**src/rtl/mips_core_pkg.sv**
```systemverilog
`default_nettype none

package mips_core_pkg;

    // multicycle sequence
    typedef enum logic [1:0] {
        st_fetch,
        st_exec,
        st_mem,
        st_halt
    } state_e;

    typedef enum logic [1:0] {
        alu_add,
        alu_or,
        alu_slt
    } alu_op_e;

    // control word from the fsm to the datapath
    typedef struct packed {
        logic    pc_step;
        logic    pc_jump;
        logic    reg_write;
        // write back the load data and not the alu result
        logic    reg_src_mem;
        logic    imm_signed;
        alu_op_e alu_op;
        logic    data_read;
        logic    data_write;
    } ctrl_t;

    localparam int reg_count = 32;

    // layout of the self-test data
    localparam int          test_words     = 30;
    localparam int          first_test_reg = 2;
    localparam logic [31:0] load_base      = 32'h0000_0000;
    localparam logic [31:0] store_base     = 32'h0000_0100;

endpackage

`default_nettype wire

```
**src/rtl/mips_isa_pkg.sv**
```systemverilog
`default_nettype none

package mips_isa_pkg;

    // field widths of one instruction word
    localparam int word_w     = 32;
    localparam int opcode_w   = 6;
    localparam int reg_addr_w = 5;
    localparam int shamt_w    = 5;
    localparam int funct_w    = 6;
    localparam int imm_w      = 16;

    // instruction memory depth in words
    localparam int rom_words = 4096;
    // first fetch address after reset
    localparam logic [word_w-1:0] reset_vector = 32'hBFC00000;

    // only the opcodes this core executes
    typedef enum logic [opcode_w-1:0] {
        op_rtype = 6'h00,
        op_addiu = 6'h09,
        op_slti  = 6'h0A,
        op_ori   = 6'h0D,
        op_lw    = 6'h23,
        op_sw    = 6'h2B
    } opcode_e;

    // r-type function codes
    typedef enum logic [funct_w-1:0] {
        fn_jr = 6'h08
    } funct_e;

    // lower half as seen by r-type instructions
    typedef struct packed {
        logic [reg_addr_w-1:0] rd;
        logic [shamt_w-1:0]    shamt;
        funct_e                funct;
    } rtype_fields_t;

    // same 16 bits hold either the r-type fields or the immediate
    typedef union packed {
        rtype_fields_t    r;
        logic [imm_w-1:0] imm;
    } low_fields_t;

    typedef struct packed {
        opcode_e               opcode;
        logic [reg_addr_w-1:0] rs;
        logic [reg_addr_w-1:0] rt;
        low_fields_t           low;
    } instr_t;

endpackage

`default_nettype wire
```
**src/rtl/pc_counter.sv**
```systemverilog
`timescale 1ns/10ps
`default_nettype none

module pc_counter (
    input  logic                 clk,
    input  logic                 rst,
    input  mips_core_pkg::ctrl_t ctrl,
    input  logic [31:0]          jump_target,
    output logic [31:0]          pc
);

    // jump wins over step although the fsm never asks for both
    always_ff @(posedge clk) begin
        if (rst) begin
            pc <= mips_isa_pkg::reset_vector;
        end else if (ctrl.pc_jump) begin
            pc <= jump_target;
        end else if (ctrl.pc_step) begin
            pc <= pc + 32'd4;
        end
    end

    // every fetch address is a whole word
    pc_aligned: assert property (@(posedge clk) disable iff (rst)
        pc[1:0] == 2'b00)
        else $error("pc not word aligned: %h", pc);

    // step happens in fetch and jump in exec only
    pc_one_source: assert property (@(posedge clk) disable iff (rst)
        !(ctrl.pc_step && ctrl.pc_jump))
        else $error("pc step and jump in the same cycle");

endmodule

`default_nettype wire

```
**config.mk**
```make
export PLATFORM = sky130hd
export DESIGN_NAME = pc_counter
export DESIGN_NICKNAME = d
export VERILOG_FILES = /design/src/rtl/mips_core_pkg.sv /design/src/rtl/mips_isa_pkg.sv /design/src/rtl/pc_counter.sv
export SDC_FILE = /design/constraint.sdc
export NUM_CORES = 1
export LEC_CHECK = 0
export BUFFER_PORTS_ARGS = -buffer_cell sky130_fd_sc_hd__buf_2
export CORE_MARGIN = 3
export CORE_UTILIZATION = 40
export CTS_CLUSTER_DIAMETER = 40
export CTS_CLUSTER_SIZE = 24
export DETAILED_ROUTE_END_ITERATION = 10
export GPL_ROUTABILITY_DRIVEN = 0
export PLACE_DENSITY_LB_ADDON = 0.15
export SYNTH_ARGS = -nofsm -noshare
export SYNTH_HDL_FRONTEND = slang
export SYNTH_SLANG_ARGS = --single-unit
export TNS_END_PERCENT = 10
```
**constraint.sdc**
```tcl
create_clock -name clk -period 5.15 [get_ports clk]
set_input_delay 0.515 -clock clk [delete_from_list [all_inputs] [get_ports clk]]
set_output_delay 0.515 -clock clk [all_outputs]
set_load 0.005 [all_outputs]
```
After elaboration in Yosys (flattened, before gate mapping)
Cells that the tools add are included.
W data, S select, Z words.
{ "word_totals": {"reg_bits": 32, "output_inout_bits": 32, "in_bits": 43} }
{ "op_classes": {"mux": 2, "addsub": 1, "reduce_logical": 1} }
{ "op_table": {"columns": ["operator", "count"], "rows": [
  ["$mux W32", 2],
  ["$add A32 B3 Y32 const B", 1],
  ["$reduce_bool A2 Y1", 1]
]} }

Depth between registers and ports, before layout
{ "depth": {"ltp_word": 3, "depth_mapped": 6, "depth_no_buf": 5} }

Worst setup path after synthesis
Ideal clock, no wire load.
{ "synth_path": {"path_type": "in2reg", "start": "in ctrl[8] in the netlist's numbering", "end": "reg pc[19]", "required_ps": 5059, "setup_ps": 91, "slack_ps": 3078, "path_stages": 5, "n_path_buf": 1, "t_arrival_ps": 1981, "cell_sequence": "buf_2 > nand3_1 > or4_4 > or3_1 > a311oi_1"} }
{ "synth_via": {"elab_chain_len": 1} }
{ "synth_rtl": {"columns": ["element", "line", "rtl"], "rows": [
  ["from (decl)", "pc_counter.sv:7", "input mips_core_pkg::ctrl_t ctrl,"],
  ["$reduce_bool A2 Y1 (no source line)", null, null],
  ["to (signal assigned)", "pc_counter.sv:15", "pc <= mips_isa_pkg::reset_vector;"],
  ["to (signal assigned)", "pc_counter.sv:17", "pc <= jump_target;"],
  ["to (signal assigned)", "pc_counter.sv:19", "pc <= pc + 32'd4;"],
  ["to (decl)", "pc_counter.sv:9", "output logic [31:0] pc"]
]} }
No other way between the ends.
A chain may end at the register's enable or synchronous reset.

Worst setup path in the final report
{ "layout_path": {"start": "reg pc[4]", "end": "reg pc[25]"} }
{ "layout_via": {"elab_chain_len": 3} }
{ "layout_rtl": {"columns": ["element", "line", "rtl"], "rows": [
  ["$add A32 B3 Y32", "pc_counter.sv:19", null],
  ["$mux W32", "pc_counter.sv:18", "end else if (ctrl.pc_step) begin"],
  ["$mux W32", "pc_counter.sv:16", "end else if (ctrl.pc_jump) begin"]
]} }
No other way between the ends. The select of a mux whose other input is x is not followed.

==> flow_summary.ini <==
[run_status]
status = finished, final reports clean

[power_and_ir_drop]
p_int_uw = 417
sw_frac_of_total = 0.275
combPwrFrac = 0.155
peakVddDrop_v = 0.000140
clkPwrFrac = 0.345
cellPowerDensity_mw_per_mm2 = 249
power_switching_uw = 158
finalPower_uw = 575
leakage_uw = 0.000892
seqPwrFrac = 0.500

[global_route]
track_usage = 0.189
grt_pass1_wl_um = 8310
grt_max_degree = 51
antenna_found_initial = 0
grt_overflow = 0
grt_pass1_vias = 1745

[yosys]
synthAdderAreaFrac = 0.00669
synth_flop_cell = dfxtp_1
synth-xor-area-share = 0.0515
syn-cell-area_sq_mm = 0.00187
synth-seq-cells = 32
synth.avg_cell_area_sq_um = 7.92
synth_top_family_by_area = simple AND/OR/NAND/NOR gates
yosys_warnings = 0
yosysSeqAreaShare = 0.343
async_flop_share = 0
synthSimpleGateAreaFrac = 0.366
synth_nets = 280
syn_inst = 236
synth_edf_count = 0
synthDistinctLibCells = 41
synth_mux_area_frac = 0.0161
synth_compound_area_frac = 0.179

[sta]
finalHoldViolCount = 0
fin_crit_ns = 2.55
setup_violations = 0
fmax_ghz = 0.393
skew_ns = 0.00402
slew_viol_final = 0
rsz0062_at_grt = no
fin_ws_ns = 2.60
slew-limit-headroom = 0.226
tns_ns = 0
period_share = 0.494
tightest_slew_ns = 1.15

[clock_tree]
cts_tree = yes
cts_buffer_depth = 2
root_buffer = clkbuf_8
clk_latency_ns = 0.28
holdBufCountCts = 0
cts_made_buffers = 5
htreeDepth = 2
cts_resized = 0
clk_pin_slew_ns = 0.07
cts.sinks = 32
cts_setup_buffers = 0

[detailed_routing]
wl_um = 5000
routed_via_density = 5.70
dr_total_vias = 1991
drt_first_pass_iters = 4
route.detailed.drc = 0
final_antenna_net_count = 0
routedWlPerCell_um = 14.3
drtIter0Drc = 142

[hold_path]
hold_class = primary input to register

[worst_setup_path]
cp-end-kind = register
cp_slowest_stage_delay_ns = 1.08
crit_slowest_cell = nor4_1
path_max_fanout = 11
required_ns = 5.34
crit_path_start_kind = register
critPathKind = register to register
crit_chain = nand4_1 -> nor4_1 -> a2111oi_0 -> a311oi_1
worstPathArrival_ns = 2.73

[die]
die_area_sq_mm = 0.00553
die_w_um = 74.4
num_io_pins = 75
core_area_sq_mm = 0.00444
initial_utilization = 0.421
rows = 24
die_y_um = 74.4

[cells_and_area]
largest_registers = pc: 32 flops
fill_cells = 449
fin_area_sq_mm = 0.00231
area_growth_pct = 23.4
nets = 340
top_register = pc
drive_above_1_share = 0.263
final_util = 0.519
antenna_cells = 0
largest_reg_flops = 32

[place]
io_buffer_count = 67
dpl_cell_area_sq_mm = 0.00222
pre_cts_slack_ns = 2.58
dp_hpwl_um = 3640

[job]
maxCapViolations = 0
synth_stat cells, types with 3 or more instances:
cell	instances	area, sq um
and2_1	3	18.8
and3_1	5	31.3
nand4_1	11	68.8
mux2i_1	3	30.0
or4_1	3	22.5
xnor2_1	5	43.8
nand2_1	15	56.3
or3_1	9	56.3
buf_2	3	15.0
nor4_1	6	37.5
a311oi_1	8	70.1
a211oi_1	10	75.1
o21ai_0	10	50.1
nor3_1	18	90.1
nand3_1	13	65.1
and4_1	5	43.8
clkbuf_1	9	33.8
dfxtp_1	32	641
a21oi_1	6	30.0
buf_1	3	11.3
nor3b_1	8	60.1
xor2_1	6	52.6
nor2_1	23	86.3
critical path: cells and delay by family, from the launching register on:
family | cells | cell delay, ns
AOI/OAI and AO/OA | 2 | 0.53
and+or+nand+nor | 2 | 1.47
DFF | 1 | 0.46
worst paths after layout:
kind                                      from     end  slack, ns  cells past startpoint
worst max-delay path                     pc[4]  pc[25]       2.60                      4
worst min-delay path            jump_target[3]   pc[3]       0.47                      3
worst min register to register           pc[0]   pc[0]       0.50                      2
worst max register to register           pc[4]  pc[25]       2.60                      4
area by class of cell:
class	instances	area [sq um]	share of cell area
multi-input combinational	186	1160	0.502
inverter	3	11.3	0.00488
sequential	32	641	0.278
clock buffer	8	90.1	0.0390
timing repair buffer	68	343	0.149
tap	52	65.1	0.0282
placed cells by master, fill, tap and decap left out, types with 6 or more instances in the layout:
cell and n:
buf_2 67, dfxtp_1 32, nor2_1 23, nor3_1 18, nand2_1 15, nand3_1 13, nand4_1 11, a211oi_1 10
o21ai_0 10, or3_1 9, nor3b_1 8, a311oi_1 8, nor4_1 6, a21oi_1 6, xor2_1 6, clkbuf_8 6
routing by layer:
layer / global-route usage / part of all wire / up-vias
met5: 0 / 0 / -
met4: 0.0534 / 0.010 / 0
met3: 0.0486 / 0.064 / 5
met2: 0.267 / 0.43 / 56
met1: 0.280 / 0.50 / 905
li1: - / - / 1025
logic make-up (layout without fill, tap and decap cells):
logic type               after synthesis  count (layout)
buffers and inverters                 18              79
multiplexers                           3               3
adder cells (fa/ha/maj)                1               1
XOR/XNOR                              11              11
AO/OA/AOI/OAI                         47              47
AND/OR/NAND/NOR                      124             124
flip-flops                            32              32
power by group through the flow:
stage | sequential [uW] | clock [uW] | combinational, uW
after floorplan | 289 | 0 | 50.2
after global placement | 292 | 0 | 88.6
after detailed placement | 292 | 0 | 89.7
after CTS | 287 | 205 | 90.2
after global routing | 291 | 214 | 101
final | 287 | 198 | 89.3
metrics by stage:
stage,hold slack [ns],cells
after detailed placement,0.485,341
final,0.468,349
after global placement,0.472,341
after CTS,0.458,349
after floorplan,0.485,236
after global routing,0.488,349
No activity file was read; power rests on OpenSTA's default activity.
