===== src/rtl/mips_core_pkg.sv =====
`default_nettype none

package mips_core_pkg;

    // multicycle sequence
    typedef enum logic [1:0] {
        st_fetch,
        st_exec,
        st_mem,
        st_halt
    } state_e;

    typedef enum logic [1:0] {
        alu_add,
        alu_or,
        alu_slt
    } alu_op_e;

    // control word from the fsm to the datapath
    typedef struct packed {
        logic    pc_step;
        logic    pc_jump;
        logic    reg_write;
        // write back the load data and not the alu result
        logic    reg_src_mem;
        logic    imm_signed;
        alu_op_e alu_op;
        logic    data_read;
        logic    data_write;
    } ctrl_t;

    localparam int reg_count = 32;

    // layout of the self-test data
    localparam int          test_words     = 30;
    localparam int          first_test_reg = 2;
    localparam logic [31:0] load_base      = 32'h0000_0000;
    localparam logic [31:0] store_base     = 32'h0000_0100;

endpackage

`default_nettype wire


===== src/rtl/mips_isa_pkg.sv =====
`default_nettype none

package mips_isa_pkg;

    // field widths of one instruction word
    localparam int word_w     = 32;
    localparam int opcode_w   = 6;
    localparam int reg_addr_w = 5;
    localparam int shamt_w    = 5;
    localparam int funct_w    = 6;
    localparam int imm_w      = 16;

    // instruction memory depth in words
    localparam int rom_words = 4096;
    // first fetch address after reset
    localparam logic [word_w-1:0] reset_vector = 32'hBFC00000;

    // only the opcodes this core executes
    typedef enum logic [opcode_w-1:0] {
        op_rtype = 6'h00,
        op_addiu = 6'h09,
        op_slti  = 6'h0A,
        op_ori   = 6'h0D,
        op_lw    = 6'h23,
        op_sw    = 6'h2B
    } opcode_e;

    // r-type function codes
    typedef enum logic [funct_w-1:0] {
        fn_jr = 6'h08
    } funct_e;

    // lower half as seen by r-type instructions
    typedef struct packed {
        logic [reg_addr_w-1:0] rd;
        logic [shamt_w-1:0]    shamt;
        funct_e                funct;
    } rtype_fields_t;

    // same 16 bits hold either the r-type fields or the immediate
    typedef union packed {
        rtype_fields_t    r;
        logic [imm_w-1:0] imm;
    } low_fields_t;

    typedef struct packed {
        opcode_e               opcode;
        logic [reg_addr_w-1:0] rs;
        logic [reg_addr_w-1:0] rt;
        low_fields_t           low;
    } instr_t;

endpackage

`default_nettype wire

===== src/rtl/cycle_fsm.sv =====
`timescale 1ns/10ps
`default_nettype none

module cycle_fsm (
    input  logic                  clk,
    input  logic                  rst,
    input  mips_isa_pkg::instr_t  instr,
    // jr target read from the register file is zero
    input  logic                  rs_zero,
    output mips_core_pkg::ctrl_t  ctrl,
    output logic                  halted
);

    mips_core_pkg::state_e state;
    mips_core_pkg::state_e next_state;

    always_ff @(posedge clk) begin
        if (rst) begin
            state <= mips_core_pkg::st_fetch;
        end else begin
            state <= next_state;
        end
    end

    always_comb begin
        // idle control word
        ctrl.pc_step     = 1'b0;
        ctrl.pc_jump     = 1'b0;
        ctrl.reg_write   = 1'b0;
        ctrl.reg_src_mem = 1'b0;
        ctrl.imm_signed  = 1'b1;
        ctrl.alu_op      = mips_core_pkg::alu_add;
        ctrl.data_read   = 1'b0;
        ctrl.data_write  = 1'b0;
        next_state       = state;
        case (state)
            mips_core_pkg::st_fetch: begin
                // ir captures the word and pc moves on
                ctrl.pc_step = 1'b1;
                next_state   = mips_core_pkg::st_exec;
            end
            mips_core_pkg::st_exec: begin
                next_state = mips_core_pkg::st_fetch;
                case (instr.opcode)
                    mips_isa_pkg::op_slti: begin
                        ctrl.alu_op    = mips_core_pkg::alu_slt;
                        ctrl.reg_write = 1'b1;
                    end
                    mips_isa_pkg::op_ori: begin
                        ctrl.alu_op     = mips_core_pkg::alu_or;
                        ctrl.imm_signed = 1'b0;
                        ctrl.reg_write  = 1'b1;
                    end
                    mips_isa_pkg::op_addiu: ctrl.reg_write = 1'b1;
                    // address is formed here and used next cycle
                    mips_isa_pkg::op_lw: next_state = mips_core_pkg::st_mem;
                    mips_isa_pkg::op_sw: next_state = mips_core_pkg::st_mem;
                    mips_isa_pkg::op_rtype: begin
                        if (instr.low.r.funct == mips_isa_pkg::fn_jr) begin
                            ctrl.pc_jump = 1'b1;
                            // jump to zero means the program is done
                            if (rs_zero) begin
                                next_state = mips_core_pkg::st_halt;
                            end
                        end
                    end
                    // anything else passes as a nop
                    default: next_state = mips_core_pkg::st_fetch;
                endcase
            end
            mips_core_pkg::st_mem: begin
                next_state = mips_core_pkg::st_fetch;
                if (instr.opcode == mips_isa_pkg::op_lw) begin
                    ctrl.data_read   = 1'b1;
                    ctrl.reg_write   = 1'b1;
                    ctrl.reg_src_mem = 1'b1;
                end else begin
                    ctrl.data_write = 1'b1;
                end
            end
            default: next_state = mips_core_pkg::st_halt;
        endcase
    end

    assign halted = (state == mips_core_pkg::st_halt);

    // one data access per cycle at most
    bus_exclusive: assert property (@(posedge clk)
        !(ctrl.data_read && ctrl.data_write))
        else $error("data read and write strobes together");

    // the bus stays quiet once the core has stopped
    halt_quiet: assert property (@(posedge clk)
        state == mips_core_pkg::st_halt |-> !ctrl.data_read && !ctrl.data_write)
        else $error("strobe issued while halted");

endmodule

`default_nettype wire


===== config.mk =====
export PLATFORM = sky130hd
export DESIGN_NAME = cycle_fsm
export DESIGN_NICKNAME = d
export VERILOG_FILES = /design/src/rtl/mips_core_pkg.sv /design/src/rtl/mips_isa_pkg.sv /design/src/rtl/cycle_fsm.sv
export SDC_FILE = /design/constraint.sdc
export NUM_CORES = 1
export LEC_CHECK = 0
export ABC_AREA = 1
export BUFFER_PORTS_ARGS = -buffer_cell sky130_fd_sc_hd__buf_2
export CAP_MARGIN = 40
export CORE_AREA = 10 10 47 49
export CTS_CLUSTER_SIZE = 14
export DETAILED_ROUTE_END_ITERATION = 6
export DIE_AREA = 0 0 57 59
export PLACE_DENSITY = 0.66
export SKIP_LAST_GASP = 1
export SLEW_MARGIN = 20
export SYNTH_ARGS = -nofsm -noshare
export SYNTH_HDL_FRONTEND = slang
export SYNTH_SLANG_ARGS = --single-unit
export TNS_END_PERCENT = 50

===== constraint.sdc =====
create_clock -name clk -period 1.3 [get_ports clk]
set_input_delay 0.26 -clock clk [delete_from_list [all_inputs] [get_ports clk]]
set_output_delay 0.26 -clock clk [all_outputs]
set_load 0.01 [all_outputs]

# Yosys cells after proc, flatten, opt, wreduce, memory -nomap -nowiden
# Cells that the tools add are included.
dict set report word_totals {
  output_inout_bits 10
  in_bits 35
  memories 0
  mem_bits_rw 0
  word_cells 32
  mem_bits_ro 0
  latch_bits 0
  regBits 2
}
dict set report op_classes {
  magnitude_cmp 0
  n_mul 0
  reduce_logical 4
  muxes 18
  n_div 0
  add_sub_neg 0
  n_eq_ne 9
  shifts 0
  bitwise 0
}
# op count
set ops {}
lappend ops {{6-bit by 4-bit == test with 1-bit output, second input constant} 4}
lappend ops {{6-bit == test, second input constant} 2}
lappend ops {{1-bit two-way mux} 9}
lappend ops {{2-bit two-way mux} 4}
lappend ops {{2-bit case mux with 2 select lines} 2}
lappend ops {{6-bit zero test} 1}
lappend ops {{2-bit case mux with 3 select lines} 1}
lappend ops {{2-bit == test, second input constant} 2}
lappend ops {{3-bit two-way mux} 1}
lappend ops {{3-bit OR reduction} 1}
lappend ops {{2-bit by 1-bit == test with 1-bit output, second input constant} 1}
lappend ops {{2-bit zero test} 1}
lappend ops {{1-bit case mux with 2 select lines} 1}
lappend ops {{2-bit OR reduction} 1}

# Depth between registers and ports, before layout
dict set report depth {
  depth_word 4
  ltp_mapped 8
  depth_no_buf 8
}

# Worst setup path before layout
# OpenSTA, ideal clock, no wires.
dict set report synth_path {
  kind {register -> output}
  startpoint {register state[1]}
  endpoint {output port ctrl[7] in the netlist's numbering}
  arrival_ns 1.058
  setup_slack_ns -0.018
  required_time_ns 1.040
  stages_incl_launch_ff 5
  cell_sequence {dfxtp_1 -> inv_1 -> ha_1 -> nand2_1 -> nor4_1}
}
# element line
set synth_lines {}
lappend synth_lines {{from (decl)} cycle_fsm.sv:14} ;# mips_core_pkg::state_e state;
lappend synth_lines {{from (signal assigned)} cycle_fsm.sv:19} ;# state <= mips_core_pkg::st_fetch;
lappend synth_lines {{from (signal assigned)} cycle_fsm.sv:21} ;# state <= next_state;
lappend synth_lines {{to (decl)} cycle_fsm.sv:10} ;# output mips_core_pkg::ctrl_t ctrl,

==> flow_summary.json <==
{
  "status": "complete, but fails checks",
  "violations": "negative setup slack",
  "grt.met2_usage_pct": 11.3,
  "remaining_drc_errors": 0,
  "dieHeight_um": 59,
  "gp_congestion": 0.698,
  "cts_buffers": 3,
  "netlist_instances": 54,
  "drtIter0Drc": 9,
  "setup_viol": 10,
  "core_region_area_um2": 1400,
  "cts_tree": "yes",
  "period_minus_slack_ps": 1530,
  "drv_slew": 0,
  "hold_viol": 0,
  "sw_frac_of_total_pct": 28.1,
  "synth_cell_types": 14,
  "fmax_mhz": 652,
  "grt_max_degree": 5,
  "total_power_w": 0.000294,
  "clkPwrFrac_pct": 46.2,
  "pwr-share-seq_pct": 23.1,
  "grt_use_met3_pct": 3.65,
  "arrival_ps": 1270,
  "largest-register": "state",
  "clockBufferDepth": 2,
  "portBuffers": 24,
  "path_clk_slew_ps": 30,
  "dp_hpwl_um": 876,
  "end_kind": "output port",
  "nets": 127,
  "ioPinCount": 45,
  "start_util_pct": 21.8,
  "ys_seq_elements": 2,
  "dp_slack_ps": -158,
  "path_class": "flip-flop to output port",
  "fin_hold_ws_ps": 201,
  "required_ps": 1040,
  "die_area_um2": 3360,
  "gr-max-usage-layer": "met2",
  "multi_input_area_um2": 249,
  "postCtsHoldBufs": 0,
  "crit_path_start_kind": "flip-flop",
  "yosys_warnings": 0,
  "wire_per_inst_um": 10.3,
  "p_leak_nw": 0.323,
  "route.vias.total": 404,
  "worst_ir_drop_vdd_uv": 246,
  "die-width_um": 57,
  "drtAntennaViolNets": 0,
  "grt_use_total_pct": 6.26,
  "hold_class": "input port to flip-flop",
  "num_rows": 14,
  "fin_cells": 102,
  "grt_pass1_vias": 409,
  "avgViaCountPerCell": 3.96,
  "layout-drive-gt1-share_pct": 59.3,
  "cts-root-buf": "clkbuf_4",
  "max_cap_viol_count": 0,
  "gr-total-overflow": 0,
  "h-tree-depth": 1,
  "fin_crit_sh_pct": 118,
  "largest_reg_flops": 2,
  "grt_use_met1_pct": 5.10,
  "r2r_setup_slack_ps": 180,
  "syn_avg_cell_area_um2": 5.65,
  "n_antenna_cell": 0,
  "synth.cell_area_um2": 305,
  "placedCellCount": 97,
  "power.density_nw_per_um2": 512,
  "seqCellArea_um2": 42.5,
  "antenna_found_initial": 0,
  "grt_pass1_wl_um": 1680,
  "crit_fanout": 2,
  "clock_latency_ps": 220,
  "rsz0062_at_grt": "true",
  "relSlewSlack_pct": 87.7,
  "cts_sinks": 2,
  "worst_slew_pin_slew_ps": 183,
  "skew_ps": 2.90,
  "syn2layout_area_growth_pct": 88.1,
  "ys_seq_area_share_pct": 13.1,
  "p_switching_w": 0.0000825,
  "drt_wl_total_um": 1050,
  "largestRegisters": "state (2)",
  "syn_nets": 93,
  "fillers": 168,
  "fin_ws_ps": -233,
  "p_comb_share_pct": 30.7,
  "internal_power_w": 0.000211,
  "first_pass_iters": 4
}
-- path summary, 6_finish.rpt --
path,from,endpoint,cells past startpoint
setup / recovery,state[1],ctrl[6],8
hold / removal,rst,state[0],2
setup reg to reg,state[1],state[0],8
hold reg to reg,state[0],state[1],5
-- critical path, stage by stage, from the launching register on --
cell and delay (ps):
dfxtp_2 320, inv_2 50, ha_4 150, buf_6 110
nand4_1 90, nand2_1 90, nor2_2 90, nor2_2 30
buf_2 130
-- cell usage in the layout (no fill, tap or decap) --
| cell | instances |
|---|---|
| clkbuf_4 | 3 |
| buf_2 | 22 |
| nor2_2 | 4 |
| nor2_4 | 1 |
| nand2_2 | 1 |
| ha_4 | 2 |
| ha_1 | 2 |
| nor4_2 | 1 |
| inv_2 | 4 |
| buf_4 | 4 |
| nor2_1 | 10 |
| nand3_1 | 1 |
| nor3_2 | 1 |
| buf_6 | 4 |
| dfxtp_2 | 2 |
| nand4_1 | 1 |
| nand2_4 | 1 |
| nand2_1 | 9 |
| inv_4 | 1 |
| a21oi_1 | 3 |
| inv_1 | 9 |
-- power groups by stage --
| stage | logic [W] | clock network, W | registers (W) |
|---|---|---|---|
| finish | 0.0000903 | 0.000136 | 0.0000678 |
| global route | 0.000100 | 0.000154 | 0.0000680 |
| CTS | 0.0000896 | 0.000149 | 0.0000675 |
| detailed placement | 0.0000704 | 0 | 0.0000664 |
| global placement | 0.0000677 | 0 | 0.0000664 |
| floorplan | 0.0000324 | 0 | 0.0000668 |
-- through the flow --
| step | TNS (ps) | utilization, % | instance area, µm² |
|---|---|---|---|
| after floorplan | 0 | - | 312 |
| after global placement | -229 | 33.8 | 474 |
| after detailed placement | -326 | 33.8 | 474 |
| after CTS | -1390 | 41.0 | 574 |
| after global routing | -1920 | 41.0 | 574 |
| final | -1190 | 41.0 | 574 |
-- kinds of logic (layout without fill, tap and decap cells) --
| family | after synthesis | in the layout | synth area share, % |
|---|---|---|---|
| compound gates | 3 | 3 | 4.92 |
| flops | 2 | 2 | 13.1 |
| buf+inv | 15 | 47 | 19.7 |
| simple gates | 30 | 30 | 45.9 |
| fa+ha+maj | 4 | 4 | 16.4 |
-- timing repair --
item / 4_1_cts / 5_1_grt
resized for setup: 19 / 0
setup buffers: 2 / 0
setup endpoints to repair: 9 / 10
pin swaps: 10 / 4
-- synth_stat cells, drive strengths merged --
cell	n	area, µm²
nand3	1	5.00
nor4	1	6.26
buf	1	7.51
dfxtp	2	40.0
a21oi	3	15.0
nor3	1	5.00
nor2	15	73.8
nand2	11	43.8
ha	4	50.1
inv	14	52.6
nand4	1	6.26
-- routing by layer --
layer | share of wire (%) | up-vias | wire length [µm]
li1 | - | 224 | -
met2 | 57 | 10 | 601
met5 | 0 | - | 0
met4 | 0 | 0 | 0
met3 | 10 | 0 | 106
met1 | 33 | 170 | 342
-- cell type report --
cell class                      count  area share, %
Timing Repair Buffer               30           32.2
Inverter                           14           9.59
Tap cell                           16           3.49
Clock buffer                        3           3.92
Multi-Input combinational cell     37           43.4
Sequential cell                     2           7.41
Power figures use the tool's default switching activity.
