`src/rtl/mips_core_pkg.sv`:
```
`default_nettype none

package mips_core_pkg;

    // multicycle sequence
    typedef enum logic [1:0] {
        st_fetch,
        st_exec,
        st_mem,
        st_halt
    } state_e;

    typedef enum logic [1:0] {
        alu_add,
        alu_or,
        alu_slt
    } alu_op_e;

    // control word from the fsm to the datapath
    typedef struct packed {
        logic    pc_step;
        logic    pc_jump;
        logic    reg_write;
        // write back the load data and not the alu result
        logic    reg_src_mem;
        logic    imm_signed;
        alu_op_e alu_op;
        logic    data_read;
        logic    data_write;
    } ctrl_t;

    localparam int reg_count = 32;

    // layout of the self-test data
    localparam int          test_words     = 30;
    localparam int          first_test_reg = 2;
    localparam logic [31:0] load_base      = 32'h0000_0000;
    localparam logic [31:0] store_base     = 32'h0000_0100;

endpackage

`default_nettype wire

```
`src/rtl/mips_isa_pkg.sv`:
```
`default_nettype none

package mips_isa_pkg;

    // field widths of one instruction word
    localparam int word_w     = 32;
    localparam int opcode_w   = 6;
    localparam int reg_addr_w = 5;
    localparam int shamt_w    = 5;
    localparam int funct_w    = 6;
    localparam int imm_w      = 16;

    // instruction memory depth in words
    localparam int rom_words = 4096;
    // first fetch address after reset
    localparam logic [word_w-1:0] reset_vector = 32'hBFC00000;

    // only the opcodes this core executes
    typedef enum logic [opcode_w-1:0] {
        op_rtype = 6'h00,
        op_addiu = 6'h09,
        op_slti  = 6'h0A,
        op_ori   = 6'h0D,
        op_lw    = 6'h23,
        op_sw    = 6'h2B
    } opcode_e;

    // r-type function codes
    typedef enum logic [funct_w-1:0] {
        fn_jr = 6'h08
    } funct_e;

    // lower half as seen by r-type instructions
    typedef struct packed {
        logic [reg_addr_w-1:0] rd;
        logic [shamt_w-1:0]    shamt;
        funct_e                funct;
    } rtype_fields_t;

    // same 16 bits hold either the r-type fields or the immediate
    typedef union packed {
        rtype_fields_t    r;
        logic [imm_w-1:0] imm;
    } low_fields_t;

    typedef struct packed {
        opcode_e               opcode;
        logic [reg_addr_w-1:0] rs;
        logic [reg_addr_w-1:0] rt;
        low_fields_t           low;
    } instr_t;

endpackage

`default_nettype wire
```
`src/rtl/reg_file.sv`:
```
`timescale 1ns/10ps
`default_nettype none

module reg_file (
    input  logic                                clk,
    input  logic                                rst,
    input  logic [mips_isa_pkg::reg_addr_w-1:0] rs_addr,
    input  logic [mips_isa_pkg::reg_addr_w-1:0] rt_addr,
    input  logic [mips_isa_pkg::reg_addr_w-1:0] rd_addr,
    input  logic                                write,
    input  logic [mips_isa_pkg::word_w-1:0]     write_data,
    output logic [mips_isa_pkg::word_w-1:0]     rs_data,
    output logic [mips_isa_pkg::word_w-1:0]     rt_data
);

    logic [mips_isa_pkg::word_w-1:0] regs [mips_core_pkg::reg_count];

    always_ff @(posedge clk) begin
        if (rst) begin
            for (int i = 0; i < mips_core_pkg::reg_count; i++) begin
                regs[i] <= '0;
            end
        end else if (write && rd_addr != '0) begin
            // writes to r0 are dropped
            regs[rd_addr] <= write_data;
        end
    end

    // r0 reads zero whatever the array holds
    assign rs_data = (rs_addr == '0) ? '0 : regs[rs_addr];
    assign rt_data = (rt_addr == '0) ? '0 : regs[rt_addr];

endmodule

`default_nettype wire

```
`config.mk`:
```
export PLATFORM = sky130hd
export DESIGN_NAME = reg_file
export DESIGN_NICKNAME = d
export VERILOG_FILES = /design/src/rtl/mips_core_pkg.sv /design/src/rtl/mips_isa_pkg.sv /design/src/rtl/reg_file.sv
export SDC_FILE = /design/constraint.sdc
export NUM_CORES = 2
export LEC_CHECK = 0
export BUFFER_PORTS_ARGS = -buffer_cell sky130_fd_sc_hd__buf_2
export CORE_MARGIN = 2
export CORE_UTILIZATION = 23
export DETAILED_ROUTE_END_ITERATION = 7
export GPL_TIMING_DRIVEN = 0
export SETUP_SLACK_MARGIN = 0.1
export SYNTH_ARGS = -nofsm -noshare
export SYNTH_HDL_FRONTEND = slang
export SYNTH_SLANG_ARGS = --single-unit
```
`constraint.sdc`:
```
create_clock -name clk -period 2.12 [get_ports clk]
set_input_delay 0 -clock clk [delete_from_list [all_inputs] [get_ports clk]]
set_output_delay 0 -clock clk [all_outputs]
set_load 0.02 [all_outputs]
```
; ---- After elaboration in Yosys (flattened, before gate mapping)
; Memory sizes are Yosys's and may differ from the RTL's.
; Cells that the tools add are included.
[totals]
ff_bits = 0
latchBits = 0
ramBits = 1024
romBits = 0
inputBits = 50
output_inout_bits = 64
wordCells = 16
n_memories = 1
[op_classes]
addsub = 0
multipliers = 0
div = 0
magnitude_cmp = 0
n_eq_ne = 0
n_shift = 0
n_mux = 10
bitwise = 0
reduce_logical = 5
[memory_table]
columns = name, depth, width, read_ports, rd_ports_with_merged_regs, write_ports, line
row1 = regs, 32, 32, 2, 0, 32, reg_file.sv:16  ; logic [mips_isa_pkg::word_w-1:0] regs [mips_core_pkg::reg_count];
[op_table]
columns = operator, count
row1 = 32-bit two-way mux, 3
row2 = 32-bit OR reduction, 1
row3 = 5-bit zero test, 2
row4 = 1-bit two-way mux, 6
row5 = 5-bit two-way mux, 1
row6 = 5-bit nonzero test, 1
row7 = 1-bit logical AND, 1

; ---- Longest topological paths before layout
[depth]
depth_word = 7
depth_mapped = 9
depth_no_buf = 4

; ---- Least setup slack after synthesis
; OpenSTA, ideal clock, no wires.
[synth_timing]
path_type = input to output
startpoint = in rt_addr[0] (netlist name)
endpoint = out rt_data[30] (netlist name)
arrival_ps = 1991
required_ps = 2120
slack_ps = 129
stages = 6
path_buffers = 3
path_cell_list = buf_2 -> buf_6 -> buf_4 -> mux4_2 -> mux2i_1 -> a2111oi_0
[synth_between]
elab_chain_cells = 2
word_cells_on_any_way = 3
cone_classes = mux (1) / reduce/logical (1) / memory (1)
[synth_rtl]
columns = element, line
row1 = "start, declared", reg_file.sv:8  ; input logic [mips_isa_pkg::reg_addr_w-1:0] rt_addr,
row2 = memory 32 x 32 bit or 5-bit zero test (tied branches), -
row3 = 32-bit two-way mux *, reg_file.sv:31  ; assign rt_data = (rt_addr == '0) ? '0 : regs[rt_addr];
row4 = "end, declared", reg_file.sv:13  ; output logic [mips_isa_pkg::word_w-1:0] rt_data
; Mark *: on every way between the ends. The rest lies on a longest branch, timed or not.

==> flow_summary.html <==
<table>
<tr><th>Metric</th><th>Value</th></tr>
<tr><th colspan="2">Status</th></tr>
<tr><td>Outcome</td><td>finished, violations left</td></tr>
<tr><td>Failing checks</td><td>capacitance limit, setup timing</td></tr>
<tr><th colspan="2">STA</th></tr>
<tr><td>Smallest setup slack after layout</td><td>-0.770 ns</td></tr>
<tr><td>Final worst path period share</td><td>136%</td></tr>
<tr><td>Total negative slack for setup checks</td><td>-33.34 ns</td></tr>
<tr><td>Final-report hold violation count</td><td>0</td></tr>
<tr><td>Hold slack</td><td>0.140 ns</td></tr>
<tr><td>Max Clock Freq</td><td>346 MHz</td></tr>
<tr><td>Final-report setup violation count</td><td>102</td></tr>
<tr><td>Unrepaired setup endpoints after global routing</td><td>yes</td></tr>
<tr><td>Worst slew margin</td><td>0.0441%</td></tr>
<tr><td>Final count of pins violating max slew</td><td>0</td></tr>
<tr><td>Fin crit period</td><td>2.89 ns</td></tr>
<tr><td>Slew at the pin with the worst max-slew slack</td><td>1.50 ns</td></tr>
<tr><th colspan="2">Floorplan</th></tr>
<tr><td>Row Count</td><td>178</td></tr>
<tr><td>Vertical die dimension</td><td>490 um</td></tr>
<tr><td>Top-Level Pins</td><td>114</td></tr>
<tr><td>Initial cell density of the core</td><td>23.1%</td></tr>
<tr><td>Floorplan die width</td><td>490 um</td></tr>
<tr><td>Total core area</td><td>235000 um^2</td></tr>
<tr><td>Die area</td><td>240000 um^2</td></tr>
<tr><th colspan="2">Synth</th></tr>
<tr><td>Area leader, netlist</td><td>edfxtp_1</td></tr>
<tr><td>Distinct cells, synth</td><td>42</td></tr>
<tr><td>Post-synth top area share</td><td>56.7%</td></tr>
<tr><td>Seq/Total Area, Yosys</td><td>56.7%</td></tr>
<tr><td>Number of flops mapped to enable cells by yosys</td><td>1024</td></tr>
<tr><td>Flip-flop and latch count after synthesis</td><td>1024</td></tr>
<tr><td>Simple logic cell fraction of the synthesized area</td><td>13.3%</td></tr>
<tr><td>Cells after Synth</td><td>3502</td></tr>
<tr><td>Arithmetic-cell share of the synthesized area counting full adders, half adders and majority gates</td><td>0%</td></tr>
<tr><td>Top FF cell, synth</td><td>edfxtp_1</td></tr>
<tr><td>Yosys warns</td><td>0</td></tr>
<tr><td>Combinational family with the most area after synthesis</td><td>multiplexers</td></tr>
<tr><td>Mean cell area of the mapped netlist</td><td>15.5 um^2</td></tr>
<tr><td>Proportion of synthesized area in mux cells</td><td>23.0%</td></tr>
<tr><td>Synthesized area</td><td>54300 um^2</td></tr>
<tr><td>Ranking of synthesized cells by area</td><td>edfxtp_1 57%, mux4_2 20%, and2_1 11%</td></tr>
<tr><td>Xor/xnor cell area share of the yosys netlist</td><td>0%</td></tr>
<tr><td>Post-synth ARST share</td><td>0%</td></tr>
<tr><td>Compound-cell area share of the yosys netlist</td><td>3.65%</td></tr>
<tr><th colspan="2">Worst setup path</th></tr>
<tr><td>Required time reported for the critical path endpoint</td><td>2.12 ns</td></tr>
<tr><td>End point of the critical path</td><td>rt_data[19]</td></tr>
<tr><td>Largest driver fanout on the critical path</td><td>2</td></tr>
<tr><td>Critical Path End Type</td><td>output pin</td></tr>
<tr><td>Launch point of the critical path</td><td>regs[26][19]$_SDFFCE_PN0P_</td></tr>
<tr><td>CP Class</td><td>register to output pin</td></tr>
<tr><td>Data arrival, critical path</td><td>2.89 ns</td></tr>
<tr><td>Type of element launching the critical path</td><td>register</td></tr>
<tr><th colspan="2">Final layout</th></tr>
<tr><td>Layout overhead on the synthesized area</td><td>22.3%</td></tr>
<tr><td>Final nets</td><td>3882</td></tr>
<tr><td>Ratio of cells with drive above 1 in the final layout</td><td>32.2%</td></tr>
<tr><td>Filler-free cell count of the finished design</td><td>7085</td></tr>
<tr><td>Reg with most FFs</td><td>regs</td></tr>
<tr><td>Flip-flop count of the largest register, all copies and words added</td><td>1024</td></tr>
<tr><td>Largest registers ranked by flip-flop count</td><td>regs (1024)</td></tr>
<tr><td>Final design instance area without fill</td><td>66300 um^2</td></tr>
<tr><th colspan="2">Clock network</th></tr>
<tr><td>Clock sinks</td><td>1024</td></tr>
<tr><td>Clock edge transition at the registers on the reported setup and hold paths</td><td>0.06 ns</td></tr>
<tr><td>Maximum buffer depth of the clock tree</td><td>3</td></tr>
<tr><td>CTS tree</td><td>yes</td></tr>
<tr><td>Number of buffers added by the clock tree synthesis step</td><td>114</td></tr>
<tr><td>Clock Root Buffer</td><td>clkbuf_16</td></tr>
<tr><td>Number of levels in the clock H-tree</td><td>3</td></tr>
<tr><th colspan="2">Place</th></tr>
<tr><td>Dpl hpwl</td><td>157000 um</td></tr>
<tr><td># port buffers</td><td>107</td></tr>
<tr><td>Instance count after placement with tap cells included</td><td>6794</td></tr>
<tr><td>Post-placement cell area</td><td>58900 um^2</td></tr>
<tr><td>GPL Wtd Cong</td><td>0.984</td></tr>
<tr><th colspan="2">Global routing</th></tr>
<tr><td>Maximum number of pins on one net before global-route repair</td><td>33</td></tr>
<tr><td>Total grt overflow</td><td>0</td></tr>
<tr><td>Overall track demand over capacity in global routing</td><td>18.9%</td></tr>
<tr><td>Number of global-route vias before repair</td><td>36533</td></tr>
<tr><td>Initial antenna violation count</td><td>21</td></tr>
<tr><td>Wire length of the first global-routing pass</td><td>310000 um</td></tr>
<tr><th colspan="2">Route</th></tr>
<tr><td>Detailed Route Iter0 Violations</td><td>6219</td></tr>
<tr><td>Number of nets with antenna violations after routing</td><td>0</td></tr>
<tr><td>Remaining design rule violation count</td><td>0</td></tr>
<tr><td>Wire length per cell</td><td>33.0 um</td></tr>
<tr><td>Vias/cell</td><td>5.31</td></tr>
<tr><td>Final Routed Wirelength</td><td>234000 um</td></tr>
<tr><td>First-pass detailed-route iteration total</td><td>6</td></tr>
<tr><td>Vias after detailed routing</td><td>37598</td></tr>
<tr><th colspan="2">Flow run</th></tr>
<tr><td>Max-cap violation count</td><td>1</td></tr>
<tr><th colspan="2">Power and ir drop</th></tr>
<tr><td>Worst-case vdd ir drop</td><td>0.599 mV</td></tr>
<tr><td>Static leakage power</td><td>22.1 nW</td></tr>
<tr><td>Ratio of total power to cell area</td><td>796 nW/um^2</td></tr>
<tr><th colspan="2">Hold path</th></tr>
<tr><td>Path type of the worst min-delay path</td><td>primary input to register</td></tr>
</table>
-- cell usage in the layout, fill, tap and decap left out, drive strengths merged, types with 3 or more instances in the layout --
| master | count |
|---|---|
| a211oi | 7 |
| bufinv | 16 |
| nand3 | 5 |
| o21ai | 4 |
| clkinvlp | 3 |
| a221oi | 4 |
| nor3 | 54 |
| nor2b | 14 |
| mux2 | 30 |
| and2 | 995 |
| a32o | 4 |
| edfxtp | 1024 |
| o22ai | 103 |
| mux4 | 472 |
| diode | 7 |
| nand2b | 5 |
| nand2 | 7 |
| nor4 | 6 |
| a22o | 51 |
| dlygate4sd3 | 32 |
| conb | 32 |
| clkinv | 57 |
| a21oi | 12 |
| a2111oi | 55 |
| or3b | 4 |
| and3 | 3 |
| buf | 260 |
| clkbuf | 404 |
| or2 | 41 |
| nand3b | 5 |
| nor4b | 3 |
| mux2i | 150 |
| a22oi | 16 |
| nor2 | 36 |
-- worst min-delay path by stage --
stage	from	to	slack [ns]	depth (start not counted)
4_1_cts	rd_addr[2]	regs[7][0]$_SDFFCE_PN0P_	0.08	4
5_1_grt	rst	regs[0][16]$_SDFFCE_PN0P_	0.13	2
6_report	rst	regs[0][16]$_SDFFCE_PN0P_	0.14	2
3_5_place_dp	write_data[31]	regs[1][31]$_SDFFCE_PN0P_	0.34	2
3_3_place_gp	write_data[31]	regs[1][31]$_SDFFCE_PN0P_	0.34	2
2_1_floorplan	write_data[31]	regs[1][31]$_SDFFCE_PN0P_	0.20	1
-- cells in the mapped netlist (2+ instances only) --
cell type / number
buf_2: 46
nor2b_1: 14
a32o_1: 4
a22oi_1: 16
edfxtp_1: 1024
clkbuf_1: 271
a211oi_1: 7
o21ai_0: 4
nor4_1: 6
a2111oi_0: 14
buf_1: 11
buf_6: 21
mux2i_1: 150
nor2_1: 36
or2_2: 33
a22o_1: 51
nand2_1: 7
inv_1: 2
nor4b_1: 2
or3b_2: 4
a221o_1: 2
a2111oi_1: 41
and3_1: 3
nand3b_1: 5
nand4bb_1: 2
and2_1: 995
nor3_1: 54
nand3_1: 5
or3_1: 2
buf_4: 38
a221oi_1: 4
o22ai_1: 103
mux2_2: 30
a21oi_1: 12
nand2b_1: 5
mux4_2: 472
-- per-stage QoR --
step	worst slack (ns)	utilization (%)	total power, mW
finish	-0.770	28.2	52.8
CTS	-0.776	27.9	52.2
detailed placement	-2.32	25.1	31.1
global route	-0.711	28.2	53.6
global placement	-2.52	25.0	30.9
floorplan	0.129	-	27.9
-- power by group --
part	switching [mW]	internal (mW)
sequential	0.606	23.4
clock	8.69	12.0
combinational	4.94	3.16
total	14.2	38.6
-- layout make-up --
| class | count | area (um^2) |
|---|---|---|
| clock inverter | 76 | 763 |
| tap | 3150 | 3940 |
| buffer | 383 | 2140 |
| inverter | 2 | 7.51 |
| timing repair buffer | 179 | 1530 |
| multi-input combinational | 2128 | 24200 |
| sequential | 1024 | 30700 |
| clock buffer | 136 | 3020 |
| antenna | 7 | 17.5 |
| fill | 23443 | 169000 |
-- layer usage --
layer  track usage (%)  up-vias  part of all wire (%)
met2              27.8     3176                    43
met5                 0        -                 0.027
met1              23.5    19376                    36
met4              14.8       10                   9.0
li1                  -    14293                     -
met3              5.02      743                    12
-- critical path: stages, from the launching register on --
cell	delay, ns
edfxtp_1	0.40
mux4_2	0.49
a22o_4	0.29
a2111oi_4	0.66
nor3_4	0.14
buf_6	0.18
-- cell families after synthesis --
group	after synthesis
and+or+nand+nor	1177
DFF	1024
buffers and inverters	389
muxes	652
other	1
AOI/OAI and AO/OA	259
-- what timing repair did --
action                                 in CTS  in global routing
hold buffers                               32                  0
setup endpoints to repair                 925                832
gates resized for setup                   557                139
setup buffers                              23                 13
cloned                                      8                  0
endpoints found under the hold margin     330                  0
pin swaps                                 107                 33
(Power assumes the default switching activity.)
