==> src/rtl/mips_core_pkg.sv <==
`default_nettype none

package mips_core_pkg;

    // multicycle sequence
    typedef enum logic [1:0] {
        st_fetch,
        st_exec,
        st_mem,
        st_halt
    } state_e;

    typedef enum logic [1:0] {
        alu_add,
        alu_or,
        alu_slt
    } alu_op_e;

    // control word from the fsm to the datapath
    typedef struct packed {
        logic    pc_step;
        logic    pc_jump;
        logic    reg_write;
        // write back the load data and not the alu result
        logic    reg_src_mem;
        logic    imm_signed;
        alu_op_e alu_op;
        logic    data_read;
        logic    data_write;
    } ctrl_t;

    localparam int reg_count = 32;

    // layout of the self-test data
    localparam int          test_words     = 30;
    localparam int          first_test_reg = 2;
    localparam logic [31:0] load_base      = 32'h0000_0000;
    localparam logic [31:0] store_base     = 32'h0000_0100;

endpackage

`default_nettype wire

==> src/rtl/mips_isa_pkg.sv <==
`default_nettype none

package mips_isa_pkg;

    // field widths of one instruction word
    localparam int word_w     = 32;
    localparam int opcode_w   = 6;
    localparam int reg_addr_w = 5;
    localparam int shamt_w    = 5;
    localparam int funct_w    = 6;
    localparam int imm_w      = 16;

    // instruction memory depth in words
    localparam int rom_words = 4096;
    // first fetch address after reset
    localparam logic [word_w-1:0] reset_vector = 32'hBFC00000;

    // only the opcodes this core executes
    typedef enum logic [opcode_w-1:0] {
        op_rtype = 6'h00,
        op_addiu = 6'h09,
        op_slti  = 6'h0A,
        op_ori   = 6'h0D,
        op_lw    = 6'h23,
        op_sw    = 6'h2B
    } opcode_e;

    // r-type function codes
    typedef enum logic [funct_w-1:0] {
        fn_jr = 6'h08
    } funct_e;

    // lower half as seen by r-type instructions
    typedef struct packed {
        logic [reg_addr_w-1:0] rd;
        logic [shamt_w-1:0]    shamt;
        funct_e                funct;
    } rtype_fields_t;

    // same 16 bits hold either the r-type fields or the immediate
    typedef union packed {
        rtype_fields_t    r;
        logic [imm_w-1:0] imm;
    } low_fields_t;

    typedef struct packed {
        opcode_e               opcode;
        logic [reg_addr_w-1:0] rs;
        logic [reg_addr_w-1:0] rt;
        low_fields_t           low;
    } instr_t;

endpackage

`default_nettype wire
==> src/rtl/alu.sv <==
`timescale 1ns/10ps
`default_nettype none

module alu (
    input  mips_core_pkg::alu_op_e            op,
    input  logic [mips_isa_pkg::word_w-1:0]   a,
    input  logic [mips_isa_pkg::imm_w-1:0]    imm,
    input  logic                              imm_signed,
    output logic [mips_isa_pkg::word_w-1:0]   result
);

    logic [mips_isa_pkg::word_w-1:0] imm_ext;

    // ori takes the immediate zero extended
    // the others sign extend it
    assign imm_ext = imm_signed
        ? {{(mips_isa_pkg::word_w - mips_isa_pkg::imm_w){imm[mips_isa_pkg::imm_w-1]}}, imm}
        : {{(mips_isa_pkg::word_w - mips_isa_pkg::imm_w){1'b0}}, imm};

    always_comb begin
        case (op)
            mips_core_pkg::alu_add: begin
                result = a + imm_ext;
            end
            mips_core_pkg::alu_or: begin
                result = a | imm_ext;
            end
            mips_core_pkg::alu_slt: begin
                // both operands compared as two's complement
                result = {{(mips_isa_pkg::word_w - 1){1'b0}},
                          $signed(a) < $signed(imm_ext)};
            end
            default: begin
                result = a + imm_ext;
            end
        endcase
    end

endmodule

`default_nettype wire

==> config.mk <==
export PLATFORM = sky130hd
export DESIGN_NAME = alu
export DESIGN_NICKNAME = d
export VERILOG_FILES = /design/src/rtl/mips_core_pkg.sv /design/src/rtl/mips_isa_pkg.sv /design/src/rtl/alu.sv
export SDC_FILE = /design/constraint.sdc
export NUM_CORES = 1
export LEC_CHECK = 0
export BUFFER_PORTS_ARGS = -buffer_cell sky130_fd_sc_hd__buf_2
export CAP_MARGIN = 30
export CORE_AREA = 2 2 160 84
export DETAILED_ROUTE_END_ITERATION = 12
export DIE_AREA = 0 0 162 86
export PLACE_DENSITY = 0.49
export SLEW_MARGIN = 30
export SYNTH_ARGS = -nofsm -noshare
export SYNTH_HDL_FRONTEND = slang
export SYNTH_SLANG_ARGS = --single-unit
==> constraint.sdc <==
create_clock -name vclk -period 8.1
set_clock_uncertainty 0.1 [all_clocks]
set_input_delay 0.81 -clock vclk [all_inputs]
set_output_delay 0.81 -clock vclk [all_outputs]
set_load 0.1 [all_outputs]
# After elaboration in Yosys (flattened, before gate mapping)
# Index checks and enable logic that the tools add are counted.
[word_totals]
input_bits = 51
wordCells = 7
ff_bits = 0
[op_classes]
magnitude_cmp = 1
bitwise = 1
add_sub_neg = 1
n_eq_ne = 2
muxes = 2
[op_table]
columns = ["cell", "count"]
rows = [
  ["$pmux 32 s2", 1],
  ["$add 32x32->32", 1],
  ["$lt 32x32->1", 1],
  ["$mux 32", 1],
  ["$or 32x32->32", 1],
  ["$eq 2x1->1 const B", 1],
  ["$eq 2x2->1 const B", 1],
]

# Logic depth before layout (Yosys ltp)
# Gate-level depths: netlist of run 1.
[depth]
depth_word = 3
mapped_depth = 9

# Worst setup path after synthesis of run 1
# No wires, ideal clock.
[synth_timing]
path_type = "input to output"
from = "in imm[15] (netlist name)"
to = "out result[23] (netlist name)"
arrival_ns = 5.334
slack_ns = 1.856
path_stages = 9
cell_sequence = "nand2_1 inv_1 ha_1 a21o_1 a221oi_2 o21a_1 o21a_1 a21oi_1 o32ai_1"
[synth_via]
elab_chain_len = 3
word_cells_on_any_way = 4
cone_classes = "add/sub (1); mux (2); bitwise (1)"
[synth_rtl]
columns = ["element", "line_no", "text"]
rows = [
  ["from (decl)", "alu.sv:7", "input logic [mips_isa_pkg::imm_w-1:0] imm,"],
  ["$mux 32 (*)", "alu.sv:17", "? {{(mips_isa_pkg::word_w - mips_isa_pkg::imm_w){imm[mips_isa_pkg::imm_w-1]}}, imm}"],
  ["$add 32x32->32 / $or 32x32->32 (equally long branches)", "alu.sv:23, alu.sv:34, alu.sv:26", ""],
  ["$pmux 32 s2 (*)", "alu.sv:21", "case (op)"],
  ["to (decl)", "alu.sv:9", "output logic [mips_isa_pkg::word_w-1:0] result"],
]
# Mark *: on every way between the ends. The rest lies on a longest branch, timed or not.

# Worst setup path in the final report of run 1
[layout_timing]
from = "in imm[15] (netlist name)"
to = "out result[30] (netlist name)"
# Same word-level chain as after synthesis.

==> impl_metrics.tcl, run 1 <==
set metrics [dict create \
    dp_hpwl_um 10940 \
    internal-power_uw 113.6 \
    drt_pass1_iterations 5 \
    synth_top_area_share_pct 32.88 \
    cp_max_fo 33 \
    ys_warn_count 0 \
    coreArea_sq_um 12410 \
    holdBufCountCts 0 \
    min-delay-start "a[6]" \
    area_delta_synth_final_pct 14.85 \
    post_drt_wl_per_cell_um 17.69 \
    postRouteAntennaNets 0 \
    antennaDiodeCount 0 \
    io_pins 83 \
    drtIter0Drc 391 \
    p_sw_uw 381.2 \
    die_w_um 162 \
    start_util_pct 29.74 \
    post_cts_buffers 0 \
    crit_chain "buf_2 > nand2_1 > buf_4 > inv_1 > ha_1 > a21oi_1 > o21ai_0 > or2_1 > o311ai_2 > o2111ai_1 > nand3_1 > buf_2" \
    cpPeakStageDelay_ns 0.64 \
    slew_headroom_pct 47.00 \
    max_freq_mhz 196.6 \
    grt_first_pass_wirelength_um 20150 \
    netlist_area_sq_um 3691 \
    arrival_ns 4.18 \
    worst_slew_pin_slew_ns 0.7931 \
    switching_share_pct 77.04 \
    combinationalPowerShare_pct 100.0 \
    netlist_instances 515 \
    via_per_inst 5.408 \
    cp_slowest_cell "o311ai_2" \
    io_buffer_count 83 \
    pwr_density_cell_nw_per_um2 116.7 \
    p_leak_nw 2.101 \
    fp-row-count 29 \
    pwr-share-clk_pct 0 \
    setup-tns-final_ns 0 \
    dp_slack_ns 3.145 \
    synth.avg_cell_area_sq_um 7.167 \
    nClkBuffers 0 \
    grtUsageTotal_pct 18.07 \
    cp.required_ns 7.19 \
    grt-ovfl-total 0 \
    gp_congestion 0.9065 \
    dieHeight_um 86 \
    worst_setup_path_start_kind "input pin" \
    post_cts_resized 0 \
    ys_top_cells_by_area "ha_1, inv_1, a21oi_1, nor2_1, nand2_1" \
    setup_ws_ns 3.014 \
    grt_start_max_net_pins 37 \
    post-route-drc-count 0 \
    routed-via-count 4040 \
    synth_nets 664 \
    layout_min_cycle_time_ns 5.086 \
    report.final.slew_viol_count 0 \
    drv_cap 0 \
    ir_drop_mv 0.06698 \
    synth_cell_types 73 \
    path_buf_inv 4 \
    placed_cells 747 \
    status "complete, no violations" \
    finalSetupViolCount 0 \
    antenna_found_initial 0 \
    seqCellArea_sq_um 0 \
    stdcell_count 747 \
    crit_family "buffers and inverters" \
    yosysTopAreaCell "ha_1" \
    path_class "in2out" \
    fin_crit_sh_pct 62.79 \
    seq_cells 0 \
    synth-seq-area-share_pct 0 \
    final_common_cell "ha_1" \
    drive_gt1_share_pct 17.85 \
    hold_viol 0 \
    cp_common_cell "buf_2" \
    crit_start "imm[15]" \
    layout.nets 728 \
    pwr-share-seq_pct 0 \
    rsz0062_at_grt "no" \
    die_area_sq_um 13930 \
    hp-class "in2out" \
    final_cell_mix "ha_1, buf_2, inv_1, a21oi_1, nor2_1" \
    endpoint_kind "output pin" \
    grt_pass1_vias 3533 \
    wirelength_um 13220 \
]
## stage by stage
step / hold WS, ns / power, mW / area [sq um] / util (%)
floorplan: 2.245 / 0.3862 / 3691 / -
global placement: 2.180 / 0.4883 / 4239 / 34.16
detailed placement: 2.181 / 0.4897 / 4239 / 34.16
CTS: 2.184 / 0.4914 / 4239 / 34.16
global route: 2.212 / 0.5252 / 4239 / 34.16
finish: 2.179 / 0.4948 / 4239 / 34.16
## cell families (layout without fill, tap and decap cells)
logic type / Yosys count / in the layout / synth area share, %
fa+ha+maj: 98 / 98 / 33.42
xor+xnor: 10 / 10 / 2.373
mux: 3 / 3 / 0.8475
compound gates: 168 / 168 / 33.26
simple gates: 145 / 145 / 20.51
buf+inv: 91 / 153 / 9.593
## per-layer routing
metal / routed length (um) / track usage (%)
met1: 7693 / 32.69
met2: 4274 / 21.20
met3: 1216 / 2.660
met4: 31 / 0.2414
met5: 0 / 0
## final cells by class
| class | instances | area (sq um) |
|---|---|---|
| inverter | 67 | 251.5 |
| multi-input combinational | 424 | 3337 |
| tap | 170 | 212.7 |
| fill | 1380 | 8170 |
| timing repair buffer | 86 | 437.9 |
## power by group through the flow
stage	logic, mW	registers [mW]	clock network (mW)
2_1_floorplan	0.386	0	0
3_3_place_gp	0.488	0	0
3_5_place_dp	0.490	0	0
4_1_cts	0.491	0	0
5_1_grt	0.525	0	0
6_report	0.495	0	0
## synthesized netlist by cell type (3+ instances only)
library cell	number
and2_1	3
o21a_1	12
o31ai_1	5
ha_1	97
nor3_1	11
o21ai_1	5
and4_1	3
or3_1	3
o32ai_1	9
nand3b_1	3
o21ai_0	15
a21o_1	8
or4_1	6
clkbuf_1	12
xnor2_1	4
a21boi_0	4
o2111ai_1	4
inv_1	66
nor2_1	34
a21oi_1	40
o211ai_1	4
a31oi_1	3
nor4_1	6
o21bai_1	4
and3_1	3
nand3_1	13
nand4_1	8
nand2_1	30
buf_2	9
o22ai_1	13
nor3b_1	4
a211oi_1	8
xor2_1	6
nor2b_1	8
## tightest hold or removal path: stages
cell and delay [ns]:
buf_2 0.12, inv_1 0.05, ha_1 0.14, o32ai_1 0.06, buf_2 0.29
## path summary, 6_finish.rpt
path / slack [ns] / end / cells past startpoint
worst min-delay path: 2.18 / result[6] / 5
worst max-delay path: 3.01 / result[30] / 12
(Power assumes the default switching activity.)
==> run 2, diff against run 1 <==
--- a/config.mk
+++ b/config.mk
@@ -10,7 +10,7 @@
 export CORE_AREA = 2 2 160 84
 export DETAILED_ROUTE_END_ITERATION = 12
 export DIE_AREA = 0 0 162 86
-export PLACE_DENSITY = 0.49
+export PLACE_DENSITY = 0.51
 export SLEW_MARGIN = 30
 export SYNTH_ARGS = -nofsm -noshare
 export SYNTH_HDL_FRONTEND = slang
==> constraint.sdc (replaced) <==
create_clock -name vclk -period 4.55
set_clock_uncertainty 0.1 [all_clocks]
set_input_delay 0.455 -clock vclk [all_inputs]
set_output_delay 0.455 -clock vclk [all_outputs]
set_load 0.1 [all_outputs]
==> run 2 against run 1 <==
Against the previous run:
- hold slack lost 0.72 ns
- via count rose by 1.8%
- wire length is 0.64% higher
- first-iteration DRC count down 4.6%
- global-route usage rose by 0.85 points
- setup slack got worse by 2.5 ns
- sequential share of layout area did not move
- critical path depth decreased by 2
- final area increased by 2.7%
- die area is the same
- flip-flop and latch count did not move
- critical path type unchanged
==> impl_metrics.tcl, run 2 (synthesis results as in run 1) <==
set metrics [dict create \
    post-route-drc-count 0 \
    seq_cells 0 \
    nClkBuffers 0 \
    rsz0062_at_grt "no" \
    setup-tns-final_ns 0 \
    hp-class "in2out" \
    final_cell_mix "ha_1, buf_2, inv_1, a21oi_1, nor2_1" \
    fill_cells 1369 \
    seqCellArea_sq_um 0 \
    crit_chain "buf_2 > nand2_1 > buf_4 > ha_1 > nand2_2 > or3_4 > a2111o_1 > a21oi_1 > mux2i_2 > buf_2" \
    cp_common_cell "buf_2" \
    antenna_found_initial 0 \
    p_total_uw 902.8 \
    layout_min_cycle_time_ns 4.063 \
    antennaDiodeCount 0 \
    hold_ws_ns 1.464 \
    max_freq_mhz 246.1 \
    cp_max_fo 13 \
    grt_first_pass_wirelength_um 21270 \
    multi_input_area_sq_um 3385 \
    worst_slew_pin_slew_ns 0.6157 \
    min-delay-start "a[6]" \
    post_drt_wl_per_cell_um 17.64 \
    drt_pass1_iterations 5 \
    drtIter0Drc 373 \
    dp_hpwl_um 11230 \
    grt_pass1_vias 3847 \
    slew_headroom_pct 58.52 \
    gp_congestion 0.9420 \
    p_leak_nw 2.157 \
    via_per_inst 5.456 \
    final_common_cell "ha_1" \
    io_buffer_count 83 \
    wirelength_um 13300 \
    coreArea_sq_um 12410 \
    post_cts_buffers 0 \
    report.final.slew_viol_count 0 \
    die_w_um 162 \
    pwr_density_cell_nw_per_um2 207.3 \
    worst_setup_path_start_kind "input pin" \
    area_delta_synth_final_pct 17.97 \
    die_area_sq_um 13930 \
    hold_viol 0 \
    drive_gt1_share_pct 20.03 \
    cp.required_ns 3.99 \
    start_util_pct 29.74 \
    fin_util_pct 35.09 \
    path_class "in2out" \
    arrival_ns 3.51 \
    fin_crit_sh_pct 89.30 \
    routed-via-count 4114 \
    min_to "result[6]" \
    cp_slowest_cell "buf_2" \
    layout.nets 735 \
    io_pins 83 \
    holdBufCountCts 0 \
    grt-ovfl-total 0 \
    fp-row-count 29 \
    grt_start_max_net_pins 37 \
    min_path_cells 5 \
    drv_cap 0 \
    status "complete, no violations" \
    post_cts_resized 0 \
    finalSetupViolCount 0 \
    endpoint_kind "output pin" \
    postRouteAntennaNets 0 \
    cpPeakStageDelay_ns 0.45 \
    grtUsageTotal_pct 18.92 \
    dieHeight_um 86 \
    ir_drop_mv 0.1184 \
]
run 2: changes by cell type in the layout (fill, tap and decap cells not counted), sizes merged:
cell	delta
buf	+7
run 2: worst max-delay path, delay by kind of cell:
family,cells,cell delay [ns]
buffers and inverters,3,0.83
adder cells (fa/ha/maj),1,0.43
AND/OR/NAND/NOR,3,0.89
multiplexers,1,0.26
AO/OA/AOI/OAI,2,0.63
run 2: per-layer routing:
| layer | vias up | share of wire (%) | wire length (um) | GRT usage (%) |
|---|---|---|---|---|
| met2 | 172 | 32 | 4244 | 22.75 |
| met4 | 0 | 0.23 | 30 | 0.8045 |
| li1 | 2027 | - | - | - |
| met5 | - | 0 | 0 | 0 |
| met1 | 1911 | 59 | 7832 | 33.83 |
| met3 | 4 | 9.0 | 1192 | 2.418 |
run 2: how the worst max path moves through the flow:
| stage | slack, ns | startpoint | endpoint |
|---|---|---|---|
| final | 0.49 | imm[15] | result[29] |
| after global placement | 0.48 | imm[15] | result[31] |
| after CTS | 0.50 | imm[15] | result[31] |
| after global routing | 0.17 | imm[15] | result[31] |
| after floorplan | 0.002 | a[4] | result[15] |
| after detailed placement | 0.51 | imm[15] | result[29] |
run 2: where the power goes:
part / switching, mW / internal [mW]
Clock: 0 / 0
Combinational: 0.686 / 0.217
Sequential: 0 / 0
Total: 0.686 / 0.217
run 2: cell type report:
cell class	instances	area share (%)
Inverter	67	5.776
Timing Repair Buffer	93	11.61
Tap cell	170	4.885
Multi-Input combinational cell	424	77.73
run 2: through the flow:
stage	cells	instance area [sq um]	setup slack [ns]
global route	754	4354	0.1652
CTS	754	4354	0.5008
finish	754	4354	0.4870
floorplan	515	3739	0.001529
detailed placement	754	4354	0.5115
global placement	754	4354	0.4829
==> run 3, diff against run 2 <==
--- a/config.mk
+++ b/config.mk
@@ -10,6 +10,7 @@
 export CORE_AREA = 2 2 160 84
 export DETAILED_ROUTE_END_ITERATION = 12
 export DIE_AREA = 0 0 162 86
+export GPL_TIMING_DRIVEN = 0
 export PLACE_DENSITY = 0.51
 export SLEW_MARGIN = 30
 export SYNTH_ARGS = -nofsm -noshare
==> run 3 against run 2 <==
Against the previous run:
- die area did not move
- global-route usage is essentially flat
- core utilization increased by 0.30 points
- via count grew 1.1%
- maximum frequency is 0.38% lower
- wire length is 2.8% higher
- first-iteration DRC count fell by 10%
- clock-buffer cell count did not move
- critical path depth is 1 higher
- combinational power is essentially flat
- hold slack better by 0.0074 ns
- final area rose by 0.86%
==> impl_metrics.tcl, run 3 (synthesis results as in run 1) <==
set metrics [dict create \
    routed-via-count 4159 \
    crit_start "imm[15]" \
    nClkBuffers 0 \
    grt-ovfl-total 0 \
    report.final.slew_viol_count 0 \
    cp.required_ns 3.99 \
    die_w_um 162 \
    grt_pass1_vias 3564 \
    placed_cells 768 \
    postRouteAntennaNets 0 \
    dp_hpwl_um 11520 \
    cp_max_fo 33 \
    seq_cells 0 \
    min-delay-start "a[6]" \
    worst_slew_pin_slew_ns 0.8881 \
    path_class "in2out" \
    worst_setup_path_start_kind "input pin" \
    final_common_cell "ha_1" \
    dp_slack_ns -0.08812 \
    final_area_sq_um 4392 \
    fin_crit_sh_pct 89.64 \
    cp_slowest_cell "a221oi_2" \
    layout_min_cycle_time_ns 4.079 \
    wirelength_um 13680 \
    stdcell_count 769 \
    layout.nets 750 \
    start_util_pct 29.74 \
    endpoint_kind "output pin" \
    status "complete, no violations" \
    hp-class "in2out" \
    setup_ws_ns 0.4714 \
    fp-row-count 29 \
    multi_input_area_sq_um 3398 \
    post-route-drc-count 0 \
    dieHeight_um 86 \
    arrival_ns 3.52 \
    cp_common_cell "buf_2" \
    pwr_density_cell_nw_per_um2 205.9 \
    antennaDiodeCount 0 \
    grt_start_max_net_pins 34 \
    coreArea_sq_um 12410 \
    die_area_sq_um 13930 \
    ir_drop_mv 0.1265 \
    grtUsageTotal_pct 18.91 \
    antenna_found_initial 0 \
    gp_congestion 0.9305 \
    cpPeakStageDelay_ns 0.46 \
    p_leak_nw 2.165 \
    place_area_sq_um 4369 \
    finalSetupViolCount 0 \
    slew_headroom_pct 40.79 \
    io_buffer_count 83 \
    drtIter0Drc 335 \
    fill_cells 1366 \
    drive_gt1_share_pct 20.20 \
    drt_pass1_iterations 5 \
    fin_util_pct 35.39 \
    crit_family "compound AO/OA/AOI/OAI gates" \
    hold_viol 0 \
    holdBufCountCts 0 \
    rsz0062_at_grt "no" \
    grt_first_pass_wirelength_um 20750 \
    post_drt_wl_per_cell_um 17.79 \
    max_freq_mhz 245.2 \
    seqCellArea_sq_um 0 \
    area_delta_synth_final_pct 18.98 \
    via_per_inst 5.408 \
    p_total_uw 904.4 \
    final_cell_mix "ha_1, buf_2, inv_1, a21oi_1, nor2_1" \
    drv_cap 0 \
    io_pins 83 \
    path_buf_inv 3 \
    crit_chain "buf_2 > nand2_4 > ha_1 > clkbuf_2 > and2_1 > a221oi_2 > o21a_1 > o21ai_1 > a2111oi_0 > a211o_1 > buf_2" \
]
[run 3: cell count changes in the layout (fill, tap and decap cells not counted), sizes merged]
cell | previous run | this run
inv | 66 | 65
clkbuf | 0 | 13
buf | 93 | 95
clkinvlp | 0 | 1
[run 3: worst paths after layout]
| path | to | slack [ns] | depth (start not counted) |
|---|---|---|---|
| hold / removal | result[6] | 1.47 | 5 |
| setup / recovery | result[24] | 0.47 | 11 |
[run 3: final cells by class]
type	instances	area share, %
Buffer	24	2.336
Inverter	67	5.812
Multi-Input combinational cell	424	77.38
Tap cell	170	4.843
Timing Repair Buffer	84	9.630
[run 3: metrics by stage]
stage / setup TNS [ns] / hold WS (ns)
after floorplan: 0 / 1.348
after global placement: -6.976 / 1.472
after detailed placement: -0.08812 / 1.478
after CTS: 0 / 1.478
after global routing: 0 / 1.501
final: 0 / 1.471
[run 3: metal layers]
metal	vias to the layer above	routed length [um]	global-route usage, %	share of wire [%]
met4	0	48	0.5632	0.35
met2	167	4378	21.51	32
met1	1930	8054	34.77	59
li1	2058	-	-	-
met3	4	1197	2.515	8.8
met5	-	0	0	0
[run 3: power by group]
| part | internal [mW] | switching (mW) |
|---|---|---|
| sequential | 0 | 0 |
| clock | 0 | 0 |
| combinational | 0.210 | 0.695 |
| total | 0.210 | 0.695 |
[run 3: repair_timing]
item,CTS,global route
setup endpoints to repair,2,4
setup buffers,1,0
hold endpoints to repair,0,0
gates resized for setup,1,2
[run 3: tightest hold or removal path: stages]
cell and delay, ns:
buf_2 0.11, inv_1 0.05, ha_1 0.14, o32ai_1 0.06, buf_2 0.29
